`config.mk`:
```
export PLATFORM = sky130hd
export DESIGN_NAME = id_decode
export DESIGN_NICKNAME = d
export VERILOG_FILES = /design/src/rtl/ctrl_pkg.sv /design/src/rtl/isa_pkg.sv /design/src/rtl/id_decode.sv /design/src/rtl/id_ex_reg.sv /design/src/rtl/imm_gen.sv /design/src/rtl/op_decoder.sv
export SDC_FILE = /design/constraint.sdc
export NUM_CORES = 1
export LEC_CHECK = 0
export CELL_PAD_IN_SITES_DETAIL_PLACEMENT = 2
export CELL_PAD_IN_SITES_GLOBAL_PLACEMENT = 2
export CORE_MARGIN = 2
export CORE_UTILIZATION = 41
export DETAILED_ROUTE_END_ITERATION = 6
export DONT_BUFFER_PORTS = 1
export PLACE_DENSITY = 0.86
export SYNTH_ARGS = -nofsm -noshare
export SYNTH_HDL_FRONTEND = slang
export SYNTH_SLANG_ARGS = --single-unit
```
`constraint.sdc`:
```
create_clock -name clk_i -period 0.8 [get_ports clk_i]
set_input_delay 0.12 -clock clk_i [delete_from_list [all_inputs] [get_ports clk_i]]
set_output_delay 0.12 -clock clk_i [all_outputs]
set_load 0.05 [all_outputs]
```
`src/rtl/ctrl_pkg.sv`:
```
package ctrl_pkg;

    // ------------------------------------------------------------------
    // ex stage alu operation
    // ------------------------------------------------------------------
    typedef enum logic [3:0] {
        ALU_NOP = 4'd0,   // result unused
        ALU_ADD = 4'd1,   // also address calc for ld/st
        ALU_SUB = 4'd2,
        ALU_SLL = 4'd3,
        ALU_SRL = 4'd4,
        ALU_SRA = 4'd5,
        ALU_XOR = 4'd6,
        ALU_OR  = 4'd7,
        ALU_AND = 4'd8
    } alu_op_e;

    // ------------------------------------------------------------------
    // mem stage access
    // ------------------------------------------------------------------
    typedef enum logic [3:0] {
        MEM_NOP = 4'd0,
        MEM_LB  = 4'd1,
        MEM_LH  = 4'd2,
        MEM_LW  = 4'd3,
        MEM_LBU = 4'd4,
        MEM_LHU = 4'd5,
        MEM_SB  = 4'd6,   // stores from here up
        MEM_SH  = 4'd7,
        MEM_SW  = 4'd8
    } mem_op_e;

    // which ex unit feeds write-back
    typedef enum logic {
        EX_OUT_ALU = 1'b0,
        EX_OUT_CMP = 1'b1   // slt/sltu result
    } ex_out_sel_e;

    // bit 0 rs1 read, bit 1 rs2 read; used by hazard logic downstream
    typedef logic [1:0] src_used_t;

endpackage

```
`src/rtl/isa_pkg.sv`:
```
package isa_pkg;

    // ------------------------------------------------------------------
    // word and field types
    // ------------------------------------------------------------------
    typedef logic [31:0] word_t;      // data / insn word
    typedef logic [4:0]  reg_addr_t;  // gpr index
    typedef logic [6:0]  opcode_t;
    typedef logic [2:0]  funct3_t;
    typedef logic [6:0]  funct7_t;

    // lsb position of each field in the insn word
    localparam int RD_LSB     = 7;
    localparam int FUNCT3_LSB = 12;
    localparam int RS1_LSB    = 15;
    localparam int RS2_LSB    = 20;   // also shamt in I-type shifts
    localparam int FUNCT7_LSB = 25;

    // ------------------------------------------------------------------
    // major opcodes
    // ------------------------------------------------------------------
    localparam opcode_t OP_NOP     = 7'b0000000;  // all-zero bubble word
    localparam opcode_t OP_LOAD    = 7'b0000011;
    localparam opcode_t OP_ALU_IMM = 7'b0010011;
    localparam opcode_t OP_STORE   = 7'b0100011;
    localparam opcode_t OP_ALU_REG = 7'b0110011;

    // load widths
    localparam funct3_t F3_LB  = 3'b000;
    localparam funct3_t F3_LH  = 3'b001;
    localparam funct3_t F3_LW  = 3'b010;
    localparam funct3_t F3_LBU = 3'b100;
    localparam funct3_t F3_LHU = 3'b101;

    // store widths
    localparam funct3_t F3_SB = 3'b000;
    localparam funct3_t F3_SH = 3'b001;
    localparam funct3_t F3_SW = 3'b010;

    // alu ops, shared by imm and reg forms
    localparam funct3_t F3_ADD  = 3'b000;  // ADD/SUB, ADDI
    localparam funct3_t F3_SLL  = 3'b001;
    localparam funct3_t F3_SLT  = 3'b010;
    localparam funct3_t F3_SLTU = 3'b011;
    localparam funct3_t F3_XOR  = 3'b100;
    localparam funct3_t F3_SR   = 3'b101;  // SRL/SRA split by funct7
    localparam funct3_t F3_OR   = 3'b110;
    localparam funct3_t F3_AND  = 3'b111;

    localparam funct7_t F7_BASE = 7'b0000000;
    localparam funct7_t F7_ALT  = 7'b0100000;  // SUB, SRA, SRAI

endpackage

```
`src/rtl/id_decode.sv`:
```
`timescale 1ns/100ps

module id_decode (
    input  logic                  clk_i,
    input  logic                  rst_n_i,
    input  isa_pkg::word_t        if_insn_i,   // from IF/ID reg
    input  logic                  if_en_i,
    input  isa_pkg::word_t        ra_data_i,   // gpr read data, same cycle
    input  isa_pkg::word_t        rb_data_i,
    output isa_pkg::reg_addr_t    gpr_rd_addr_0_o,
    output isa_pkg::reg_addr_t    gpr_rd_addr_1_o,
    output logic                  ex_en_o,
    output ctrl_pkg::alu_op_e     ex_alu_op_o,
    output isa_pkg::word_t        ex_alu_in_0_o,
    output isa_pkg::word_t        ex_alu_in_1_o,
    output ctrl_pkg::mem_op_e     ex_mem_op_o,
    output isa_pkg::word_t        ex_mem_wr_data_o,
    output ctrl_pkg::ex_out_sel_e ex_out_sel_o,
    output logic                  ex_gpr_we_o,
    output isa_pkg::reg_addr_t    ex_dst_addr_o,
    output ctrl_pkg::src_used_t   ex_src_used_o,
    output logic                  ex_illegal_o
);

    // ------------------------------------------------------------------
    // fields and immediates
    // ------------------------------------------------------------------
    isa_pkg::reg_addr_t rd_addr;
    isa_pkg::opcode_t   opcode;
    isa_pkg::funct3_t   funct3;
    isa_pkg::funct7_t   funct7;
    isa_pkg::word_t     imm_i;
    isa_pkg::word_t     imm_ir;
    isa_pkg::word_t     imm_s;

    // unregistered decode results
    ctrl_pkg::alu_op_e     alu_op;
    isa_pkg::word_t        alu_in_0;
    isa_pkg::word_t        alu_in_1;
    ctrl_pkg::mem_op_e     mem_op;
    ctrl_pkg::ex_out_sel_e ex_out_sel;
    logic                  gpr_we;
    ctrl_pkg::src_used_t   src_used;
    logic                  illegal;

    imm_gen u_imm_gen (
        .insn_i     (if_insn_i),
        .rs1_addr_o (gpr_rd_addr_0_o),   // straight to the gpr file
        .rs2_addr_o (gpr_rd_addr_1_o),
        .rd_addr_o  (rd_addr),
        .opcode_o   (opcode),
        .funct3_o   (funct3),
        .funct7_o   (funct7),
        .imm_i_o    (imm_i),
        .imm_ir_o   (imm_ir),
        .imm_s_o    (imm_s)
    );

    op_decoder u_op_decoder (
        .en_i         (if_en_i),
        .opcode_i     (opcode),
        .funct3_i     (funct3),
        .funct7_i     (funct7),
        .imm_i_i      (imm_i),
        .imm_ir_i     (imm_ir),
        .imm_s_i      (imm_s),
        .ra_data_i    (ra_data_i),
        .rb_data_i    (rb_data_i),
        .alu_op_o     (alu_op),
        .alu_in_0_o   (alu_in_0),
        .alu_in_1_o   (alu_in_1),
        .mem_op_o     (mem_op),
        .ex_out_sel_o (ex_out_sel),
        .gpr_we_o     (gpr_we),
        .src_used_o   (src_used),
        .illegal_o    (illegal)
    );

    // ------------------------------------------------------------------
    // ID/EX register
    // ------------------------------------------------------------------
    id_ex_reg u_id_ex_reg (
        .clk_i            (clk_i),
        .rst_n_i          (rst_n_i),
        .en_i             (if_en_i),
        .alu_op_i         (alu_op),
        .alu_in_0_i       (alu_in_0),
        .alu_in_1_i       (alu_in_1),
        .mem_op_i         (mem_op),
        .ex_out_sel_i     (ex_out_sel),
        .gpr_we_i         (gpr_we),
        .src_used_i       (src_used),
        .illegal_i        (illegal),
        .rb_data_i        (rb_data_i),
        .rd_addr_i        (rd_addr),
        .ex_en_o          (ex_en_o),
        .ex_alu_op_o      (ex_alu_op_o),
        .ex_alu_in_0_o    (ex_alu_in_0_o),
        .ex_alu_in_1_o    (ex_alu_in_1_o),
        .ex_mem_op_o      (ex_mem_op_o),
        .ex_mem_wr_data_o (ex_mem_wr_data_o),
        .ex_out_sel_o     (ex_out_sel_o),
        .ex_gpr_we_o      (ex_gpr_we_o),
        .ex_dst_addr_o    (ex_dst_addr_o),
        .ex_src_used_o    (ex_src_used_o),
        .ex_illegal_o     (ex_illegal_o)
    );

endmodule

```
`src/rtl/id_ex_reg.sv`:
```
`timescale 1ns/100ps

module id_ex_reg (
    input  logic                  clk_i,
    input  logic                  rst_n_i,
    input  logic                  en_i,
    input  ctrl_pkg::alu_op_e     alu_op_i,
    input  isa_pkg::word_t        alu_in_0_i,
    input  isa_pkg::word_t        alu_in_1_i,
    input  ctrl_pkg::mem_op_e     mem_op_i,
    input  ctrl_pkg::ex_out_sel_e ex_out_sel_i,
    input  logic                  gpr_we_i,
    input  ctrl_pkg::src_used_t   src_used_i,
    input  logic                  illegal_i,
    input  isa_pkg::word_t        rb_data_i,
    input  isa_pkg::reg_addr_t    rd_addr_i,
    output logic                  ex_en_o,
    output ctrl_pkg::alu_op_e     ex_alu_op_o,
    output isa_pkg::word_t        ex_alu_in_0_o,
    output isa_pkg::word_t        ex_alu_in_1_o,
    output ctrl_pkg::mem_op_e     ex_mem_op_o,
    output isa_pkg::word_t        ex_mem_wr_data_o,
    output ctrl_pkg::ex_out_sel_e ex_out_sel_o,
    output logic                  ex_gpr_we_o,
    output isa_pkg::reg_addr_t    ex_dst_addr_o,
    output ctrl_pkg::src_used_t   ex_src_used_o,
    output logic                  ex_illegal_o
);

    // ------------------------------------------------------------------
    // control half, cleared on reset
    // ------------------------------------------------------------------
    always_ff @(posedge clk_i or negedge rst_n_i) begin
        if (!rst_n_i) begin
            ex_en_o       <= 1'b0;
            ex_alu_op_o   <= ctrl_pkg::ALU_NOP;
            ex_mem_op_o   <= ctrl_pkg::MEM_NOP;
            ex_out_sel_o  <= ctrl_pkg::EX_OUT_ALU;
            ex_gpr_we_o   <= 1'b0;
            ex_src_used_o <= 2'b00;
            ex_illegal_o  <= 1'b0;
        end else begin
            // no stall, a new slot every edge
            ex_en_o       <= en_i;
            ex_alu_op_o   <= alu_op_i;
            ex_mem_op_o   <= mem_op_i;
            ex_out_sel_o  <= ex_out_sel_i;
            ex_gpr_we_o   <= gpr_we_i;       // already low for bubbles
            ex_src_used_o <= src_used_i;
            ex_illegal_o  <= illegal_i;
        end
    end

    // ------------------------------------------------------------------
    // operand half
    // ------------------------------------------------------------------
    always_ff @(posedge clk_i or negedge rst_n_i) begin
        if (!rst_n_i) begin
            ex_alu_in_0_o    <= '0;
            ex_alu_in_1_o    <= '0;
            ex_mem_wr_data_o <= '0;
            ex_dst_addr_o    <= '0;
        end else begin
            ex_alu_in_0_o    <= alu_in_0_i;
            ex_alu_in_1_o    <= alu_in_1_i;
            ex_mem_wr_data_o <= rb_data_i;       // rs2 value for stores
            ex_dst_addr_o    <= rd_addr_i;
        end
    end

endmodule

```
`src/rtl/imm_gen.sv`:
```
`timescale 1ns/100ps

module imm_gen (
    input  isa_pkg::word_t     insn_i,
    output isa_pkg::reg_addr_t rs1_addr_o,
    output isa_pkg::reg_addr_t rs2_addr_o,
    output isa_pkg::reg_addr_t rd_addr_o,
    output isa_pkg::opcode_t   opcode_o,
    output isa_pkg::funct3_t   funct3_o,
    output isa_pkg::funct7_t   funct7_o,
    output isa_pkg::word_t     imm_i_o,
    output isa_pkg::word_t     imm_ir_o,
    output isa_pkg::word_t     imm_s_o
);

    // ------------------------------------------------------------------
    // field slicing
    // ------------------------------------------------------------------
    assign opcode_o   = insn_i[0 +: $bits(isa_pkg::opcode_t)];
    assign rd_addr_o  = insn_i[isa_pkg::RD_LSB +: $bits(isa_pkg::reg_addr_t)];
    assign funct3_o   = insn_i[isa_pkg::FUNCT3_LSB +: $bits(isa_pkg::funct3_t)];
    assign rs1_addr_o = insn_i[isa_pkg::RS1_LSB +: $bits(isa_pkg::reg_addr_t)];
    assign rs2_addr_o = insn_i[isa_pkg::RS2_LSB +: $bits(isa_pkg::reg_addr_t)];
    assign funct7_o   = insn_i[isa_pkg::FUNCT7_LSB +: $bits(isa_pkg::funct7_t)];

    // ------------------------------------------------------------------
    // immediates
    // ------------------------------------------------------------------
    // I-type, loads and alu-imm
    assign imm_i_o  = {{20{insn_i[31]}}, insn_i[31:20]};

    // shift amount sits in the rs2 slot, zero extended
    assign imm_ir_o = {27'd0, insn_i[isa_pkg::RS2_LSB +: 5]};

    // S-type offset split around rd slot
    assign imm_s_o  = {{20{insn_i[31]}}, insn_i[31:25], insn_i[11:7]};

endmodule

```
`src/rtl/op_decoder.sv`:
```
`timescale 1ns/100ps

module op_decoder (
    input  logic                  en_i,
    input  isa_pkg::opcode_t      opcode_i,
    input  isa_pkg::funct3_t      funct3_i,
    input  isa_pkg::funct7_t      funct7_i,
    input  isa_pkg::word_t        imm_i_i,
    input  isa_pkg::word_t        imm_ir_i,
    input  isa_pkg::word_t        imm_s_i,
    input  isa_pkg::word_t        ra_data_i,
    input  isa_pkg::word_t        rb_data_i,
    output ctrl_pkg::alu_op_e     alu_op_o,
    output isa_pkg::word_t        alu_in_0_o,
    output isa_pkg::word_t        alu_in_1_o,
    output ctrl_pkg::mem_op_e     mem_op_o,
    output ctrl_pkg::ex_out_sel_e ex_out_sel_o,
    output logic                  gpr_we_o,
    output ctrl_pkg::src_used_t   src_used_o,
    output logic                  illegal_o
);

    always_comb begin
        // defaults, also what a bubble or bad insn leaves behind
        alu_op_o     = ctrl_pkg::ALU_NOP;
        alu_in_0_o   = ra_data_i;
        alu_in_1_o   = rb_data_i;
        mem_op_o     = ctrl_pkg::MEM_NOP;
        ex_out_sel_o = ctrl_pkg::EX_OUT_ALU;
        gpr_we_o     = 1'b0;
        src_used_o   = 2'b00;
        illegal_o    = 1'b0;

        if (en_i) begin
            case (opcode_i)
                isa_pkg::OP_NOP: begin
                    // bubble, nothing to do
                end

                // ----------------------------------------------------------
                // loads: rs1 + imm_i
                // ----------------------------------------------------------
                isa_pkg::OP_LOAD: begin
                    alu_op_o   = ctrl_pkg::ALU_ADD;   // address calc
                    alu_in_1_o = imm_i_i;
                    gpr_we_o   = 1'b1;
                    src_used_o = 2'b01;               // rs1 only
                    case (funct3_i)
                        isa_pkg::F3_LB:  mem_op_o = ctrl_pkg::MEM_LB;
                        isa_pkg::F3_LH:  mem_op_o = ctrl_pkg::MEM_LH;
                        isa_pkg::F3_LW:  mem_op_o = ctrl_pkg::MEM_LW;
                        isa_pkg::F3_LBU: mem_op_o = ctrl_pkg::MEM_LBU;
                        isa_pkg::F3_LHU: mem_op_o = ctrl_pkg::MEM_LHU;
                        default:         illegal_o = 1'b1;
                    endcase
                end

                // ----------------------------------------------------------
                // alu with immediate, src flags stay 00 for this class
                // ----------------------------------------------------------
                isa_pkg::OP_ALU_IMM: begin
                    alu_in_1_o = imm_i_i;
                    gpr_we_o   = 1'b1;
                    case (funct3_i)
                        isa_pkg::F3_ADD:  alu_op_o = ctrl_pkg::ALU_ADD;
                        isa_pkg::F3_SLL: begin
                            alu_op_o  = ctrl_pkg::ALU_SLL;  // imm_i == shamt here
                            illegal_o = (funct7_i != isa_pkg::F7_BASE);
                        end
                        isa_pkg::F3_SLT,
                        isa_pkg::F3_SLTU: ex_out_sel_o = ctrl_pkg::EX_OUT_CMP; // alu idle
                        isa_pkg::F3_XOR:  alu_op_o = ctrl_pkg::ALU_XOR;
                        isa_pkg::F3_SR: begin
                            alu_in_1_o = imm_ir_i;          // plain 5 bit shamt
                            if (funct7_i == isa_pkg::F7_BASE) begin
                                alu_op_o = ctrl_pkg::ALU_SRL;
                            end else if (funct7_i == isa_pkg::F7_ALT) begin
                                alu_op_o = ctrl_pkg::ALU_SRA;
                            end else begin
                                illegal_o = 1'b1;
                            end
                        end
                        isa_pkg::F3_OR:   alu_op_o = ctrl_pkg::ALU_OR;
                        isa_pkg::F3_AND:  alu_op_o = ctrl_pkg::ALU_AND;
                        default:          illegal_o = 1'b1;
                    endcase
                end

                // ----------------------------------------------------------
                // register-register
                // ----------------------------------------------------------
                isa_pkg::OP_ALU_REG: begin
                    gpr_we_o   = 1'b1;
                    src_used_o = 2'b11;
                    case (funct3_i)
                        isa_pkg::F3_ADD: begin
                            if (funct7_i == isa_pkg::F7_BASE) begin
                                alu_op_o = ctrl_pkg::ALU_ADD;
                            end else if (funct7_i == isa_pkg::F7_ALT) begin
                                alu_op_o = ctrl_pkg::ALU_SUB;
                            end else begin
                                illegal_o = 1'b1;
                            end
                        end
                        isa_pkg::F3_SLL:  alu_op_o = ctrl_pkg::ALU_SLL;
                        isa_pkg::F3_SLT,
                        isa_pkg::F3_SLTU: ex_out_sel_o = ctrl_pkg::EX_OUT_CMP;
                        isa_pkg::F3_XOR:  alu_op_o = ctrl_pkg::ALU_XOR;
                        isa_pkg::F3_SR: begin
                            if (funct7_i == isa_pkg::F7_BASE) begin
                                alu_op_o = ctrl_pkg::ALU_SRL;
                            end else if (funct7_i == isa_pkg::F7_ALT) begin
                                alu_op_o = ctrl_pkg::ALU_SRA;
                            end else begin
                                illegal_o = 1'b1;
                            end
                        end
                        isa_pkg::F3_OR:   alu_op_o = ctrl_pkg::ALU_OR;
                        isa_pkg::F3_AND:  alu_op_o = ctrl_pkg::ALU_AND;
                        default:          illegal_o = 1'b1;
                    endcase
                    // only ADD/SUB and SRL/SRA have an alternate funct7
                    if (funct3_i != isa_pkg::F3_ADD && funct3_i != isa_pkg::F3_SR &&
                        funct7_i != isa_pkg::F7_BASE) begin
                        illegal_o = 1'b1;
                    end
                end

                // ----------------------------------------------------------
                // stores: rs1 + imm_s, data comes from rs2
                // ----------------------------------------------------------
                isa_pkg::OP_STORE: begin
                    alu_op_o   = ctrl_pkg::ALU_ADD;
                    alu_in_1_o = imm_s_i;
                    src_used_o = 2'b11;
                    case (funct3_i)
                        isa_pkg::F3_SB: mem_op_o = ctrl_pkg::MEM_SB;
                        isa_pkg::F3_SH: mem_op_o = ctrl_pkg::MEM_SH;
                        isa_pkg::F3_SW: mem_op_o = ctrl_pkg::MEM_SW;
                        default:        illegal_o = 1'b1;
                    endcase
                end

                default: illegal_o = 1'b1;   // unknown opcode
            endcase

            // bad encoding, drop back to the inert defaults
            if (illegal_o) begin
                alu_op_o     = ctrl_pkg::ALU_NOP;
                alu_in_1_o   = rb_data_i;
                mem_op_o     = ctrl_pkg::MEM_NOP;
                ex_out_sel_o = ctrl_pkg::EX_OUT_ALU;
                gpr_we_o     = 1'b0;
                src_used_o   = 2'b00;
            end
        end
    end

endmodule

```
==> key figures, run 1 <==
Run status
  • Last stage reached: 3_5_place_dp
  • Status: stopped before the end
  • First Err: [ERROR DPL-0033] detailed placement checks failed during check placement.

Synth
  • Prevailing post-synth register cell: dfrtp_1
  • Synth Register Bits: roughly 120
  • Synthesized instance count: 241
  • Synth cell count leaders: 115 x dfrtp_1, 21 x a21o_1, 11 x a22o_1, 10 x buf_4
  • Mapped Area: approximately 3800 um^2
  • Post-synth EDFFs: 0
  • Seq/Total Area, Yosys: 0.758
  • Area share of the largest cell type after synthesis: 0.758
  • Syn Area/Cell: around 16 um^2
  • Asr flop ratio synth: 1.00
  • Synth warn: 0
  • Synth area leaders: dfrtp_1 76%, a21o_1 4.2%, a22o_1 2.5%
  • Syn Nets: 340
  • Synth cell types: 45
  • Top-count cell post-synth: dfrtp_1
  • Yosys top cell by area: dfrtp_1

Placed design
  • Routability cong.: roughly 0.84
  • Hpwl dp: 14400 um
  • Port Buffers: 0

Floorplanning
  • Chip height: 100 um
  • Boundary Pins: 224
  • Initial core utilization: 0.417
  • Std cell rows: 35
  • Die X: between 100 and 150 um
-- logic make-up after synthesis --
logic type,after synthesis,synth area share
flops,115,0.758
compound gates,49,0.104
simple gates,46,0.0762
buf+inv,23,0.0366
mux,5,0.0178
xor+xnor,3,0.00693
-- through the flow --
| step | worst slack (ns) | setup TNS [ns] | hold WS [ns] | instance area (um^2) |
|---|---|---|---|---|
| after floorplan | -0.925 | -33.36 | -0.176 | 3810 |
| after global placement | -0.940 | -39.33 | -0.173 | 6320 |
==> run 2, diff against run 1 <==
Settings changed: CELL_PAD_IN_SITES_DETAIL_PLACEMENT 2 to unset, CELL_PAD_IN_SITES_GLOBAL_PLACEMENT 2 to unset, CORE_UTILIZATION 41 to 31, PLACE_DENSITY 0.86 to unset, PLACE_DENSITY_LB_ADDON set to 0.15.
==> run 2 against run 1 <==
  * The flow now finishes, with violations (hold timing, setup timing)
  * Synthesized cell count did not move
  * Area after synthesis unchanged
==> key figures, run 2 <==
Drt
  • 1st-pass router iterations: 4
  • WL/cell: 19.7 um
  • DRC Markers: 0
  • Iteration-0 DRC Markers: about 160
  • Vias per inst: roughly 4.6
  • Final ANT Viol Nets: 0
  • Routed wire length: 12400 um
  • DR vias: roughly 2900

Worst setup path
  • Critical Path Fanout Max: 5
  • CP startpoint kind: primary input
  • Crit end category: register
  • CP Data Arrival Time: approximately 1.7 ns
  • Critical Path RT: 1.09 ns
  • Crit Path Category: in2reg

Global routing
  • Vias in the first global route: around 3200
  • Global Route Usage Sum: 0.196
  • Largest net degree at the start of global routing: approximately 120
  • First-pass GRT wire length: around 19000 um
  • Initial antenna violation count: 0
  • Grt ovf: 0

Power
  • Switching part of the total: 0.235
  • Reg power frac: 0.358
  • Comb pwr share: 0.163
  • Clock Power Share: 0.479
  • LEAKAGE: between 0.003 and 0.004 uW
  • Peak VDD IR: 0.00127 V
  • Power per cell area: ~2200 nW/um^2
  • Internal power: about 14000 uW
  • Switch Pwr: roughly 4200 uW

Cells and area
  • Design area: between 8000 and 9000 um^2
  • Ant. Diodes: 0
  • Share of layout cells above drive strength 1: 0.427
  • Fill cell total of the finished layout: around 810
  • Commonest non-fill, non-tap cell in the layout: buf_12
  • Most frequent cells in the layout: 118 x buf_12, 115 x dfrtp_1, 78 x dlygate4sd3_1
  • Layout overhead on the synthesized area: 114%
  • NumNets Final: approximately 570
  • Regs by FF count: u_id_ex_reg.ex_alu_in_0_o (32), u_id_ex_reg.ex_alu_in_1_o (32), u_id_ex_reg.ex_mem_wr_data_o (32)

STA
  • Final hold violations: 120
  • Final worst-path cycle share: 1.78
  • Final setup viols: around 160
  • PnR worst setup slack: -0.624 ns
  • Final max-slew violation count: 0
  • Fin crit period: between 1 and 1.5 ns
  • Rel. slew slack: 0.687
  • Unrepaired setup endpoints after global routing: yes
  • Worst-margin pin slew: ~0.47 ns
  • F_max: approximately 0.7 GHz
  • Fin Hold WS: -0.596 ns

Placed design
  • Port Buffers: 0 (unchanged)
  • Hpwl dp: 7840 um (-46%)
  • Routability cong.: 0.774 (-8.0%)
  • Pre-CTS WS: -1.42 ns
  • Placed cell area: ~6400 um^2

Synth
  • Post-synth EDFFs: 0 (unchanged)
  • Prevailing post-synth register cell: dfrtp_1
  • Synth warn: 0 (unchanged)
  • Seq/Total Area, Yosys: 0.758 (unchanged)
  • Top-count cell post-synth: dfrtp_1
  • Synth cell count leaders: 115 x dfrtp_1, 21 x a21o_1, 11 x a22o_1, 10 x buf_4
  • Syn Nets: 340 (unchanged)
  • Synth cell types: 45 (unchanged)
  • Asr flop ratio synth: 1.00 (unchanged)
  • Syn Area/Cell: 15.7 um^2 (unchanged)
  • Synth Register Bits: 115 (unchanged)
  • Yosys top cell by area: dfrtp_1
  • Area share of the largest cell type after synthesis: 0.758 (unchanged)
  • Mapped Area: 3790 um^2 (unchanged)
  • Synth area leaders: dfrtp_1 76%, a21o_1 4.2%, a22o_1 2.5%
  • Synthesized instance count: 241 (unchanged)

Floorplanning
  • Initial core utilization: 0.317 (-0.0994)
  • Std cell rows: 40 (+14%)
  • Die Area: between 10000 and 15000 um^2
  • Core box area: 12000 um^2
  • Chip height: 115 um (+14%)
  • Boundary Pins: 224 (unchanged)
  • Die X: 115 um (+14%)

Worst hold path
  • Hold WC Path Type: in2async

Run status
  • Violated checks: hold timing, setup timing
  • Status: complete, but fails checks

CTS
  • Hold buffers post-CTS: between 80 and 90
  • Clock sinks: ~120
  • CTS Buf Count: 17
  • Clock tree buffer depth: 2
  • CTS tree: yes
  • Root buf cell: clkbuf_16
  • Clock-pin slew on the worst setup and hold paths: ~0.050 ns
  • CTS HTree Levels: 4

Run
  • Max Cap Violations: 0
-- run 2: repair_timing --
action | CTS | global route
pin swaps | 13 | 8
buffers inserted | 9 | 1
hold endpoints to repair | 229 | 120
gates resized for setup | 19 | 11
cloned | 2 | 0
setup endpoints to repair | 159 | 160
-- run 2: stage by stage --
step	total power, uW	utilization	TNS, ns	instances
after floorplan	7620	-	-33.36	241
final	17700	0.679	-56.10	630
after detailed placement	8880	0.531	-52.93	505
after global routing	18300	0.679	-62.20	630
after CTS	17900	0.673	-58.71	629
after global placement	8860	0.531	-52.06	505
-- run 2: cell type report --
type | count | area (um^2) | area share
timing repair buffer | 229 | 3430 | 0.422
sequential | 115 | 2880 | 0.354
multi-input combinational | 105 | 955 | 0.118
clock buffer | 24 | 502 | 0.0618
tap | 147 | 184 | 0.0226
clock inverter | 8 | 169 | 0.0208
inverter | 2 | 7.51 | 0.000924
-- run 2: logic make-up (layout without fill, tap and decap cells) --
logic type	after synthesis	after routing	synth area share
flip-flops	115	115	0.758
multiplexers	5	5	0.0178
XOR/XNOR	3	3	0.00693
AND/OR/NAND/NOR	46	47	0.0762
AO/OA/AOI/OAI	49	50	0.104
buffers and inverters	23	263	0.0366
-- run 2: worst max-delay path by stage --
stage / from / end / slack [ns] / cells after the start
6_report: if_insn_i[2] / u_id_ex_reg.ex_alu_in_1_o[3] / -0.62 / 7
5_1_grt: if_insn_i[2] / u_id_ex_reg.ex_alu_in_1_o[3] / -0.66 / 7
4_1_cts: if_insn_i[27] / u_id_ex_reg.ex_alu_in_1_o[8] / -0.60 / 7
3_5_place_dp: if_insn_i[26] / u_id_ex_reg.ex_alu_in_1_o[21] / -1.42 / 5
3_3_place_gp: if_insn_i[26] / u_id_ex_reg.ex_alu_in_1_o[12] / -1.38 / 5
2_1_floorplan: if_insn_i[6] / u_id_ex_reg.ex_alu_in_1_o[2] / -0.93 / 6
-- run 2: worst max-delay path, cell delays in order --
cell	delay, ns
or3_4	0.39
buf_6	0.15
nor3_4	0.19
o2111a_2	0.25
buf_6	0.13
a211o_4	0.18
mux2_4	0.31
-- run 2: routing by layer --
metal / up-vias / track usage / share of wire
met4: 0 / 0.0675 / 0.013
li1: 1301 / - / -
met2: 148 / 0.328 / 0.52
met1: 1412 / 0.225 / 0.38
met5: - / 0 / 0
met3: 16 / 0.0858 / 0.083
-- run 2: power groups by stage --
stage	combinational [uW]	clock [uW]	sequential, uW
after floorplan	348	0	7270
after global placement	2430	0	6420
after detailed placement	2450	0	6430
after CTS	2870	8650	6340
after global routing	2960	8940	6360
final	2880	8460	6340
Power figures use the tool's default switching activity.
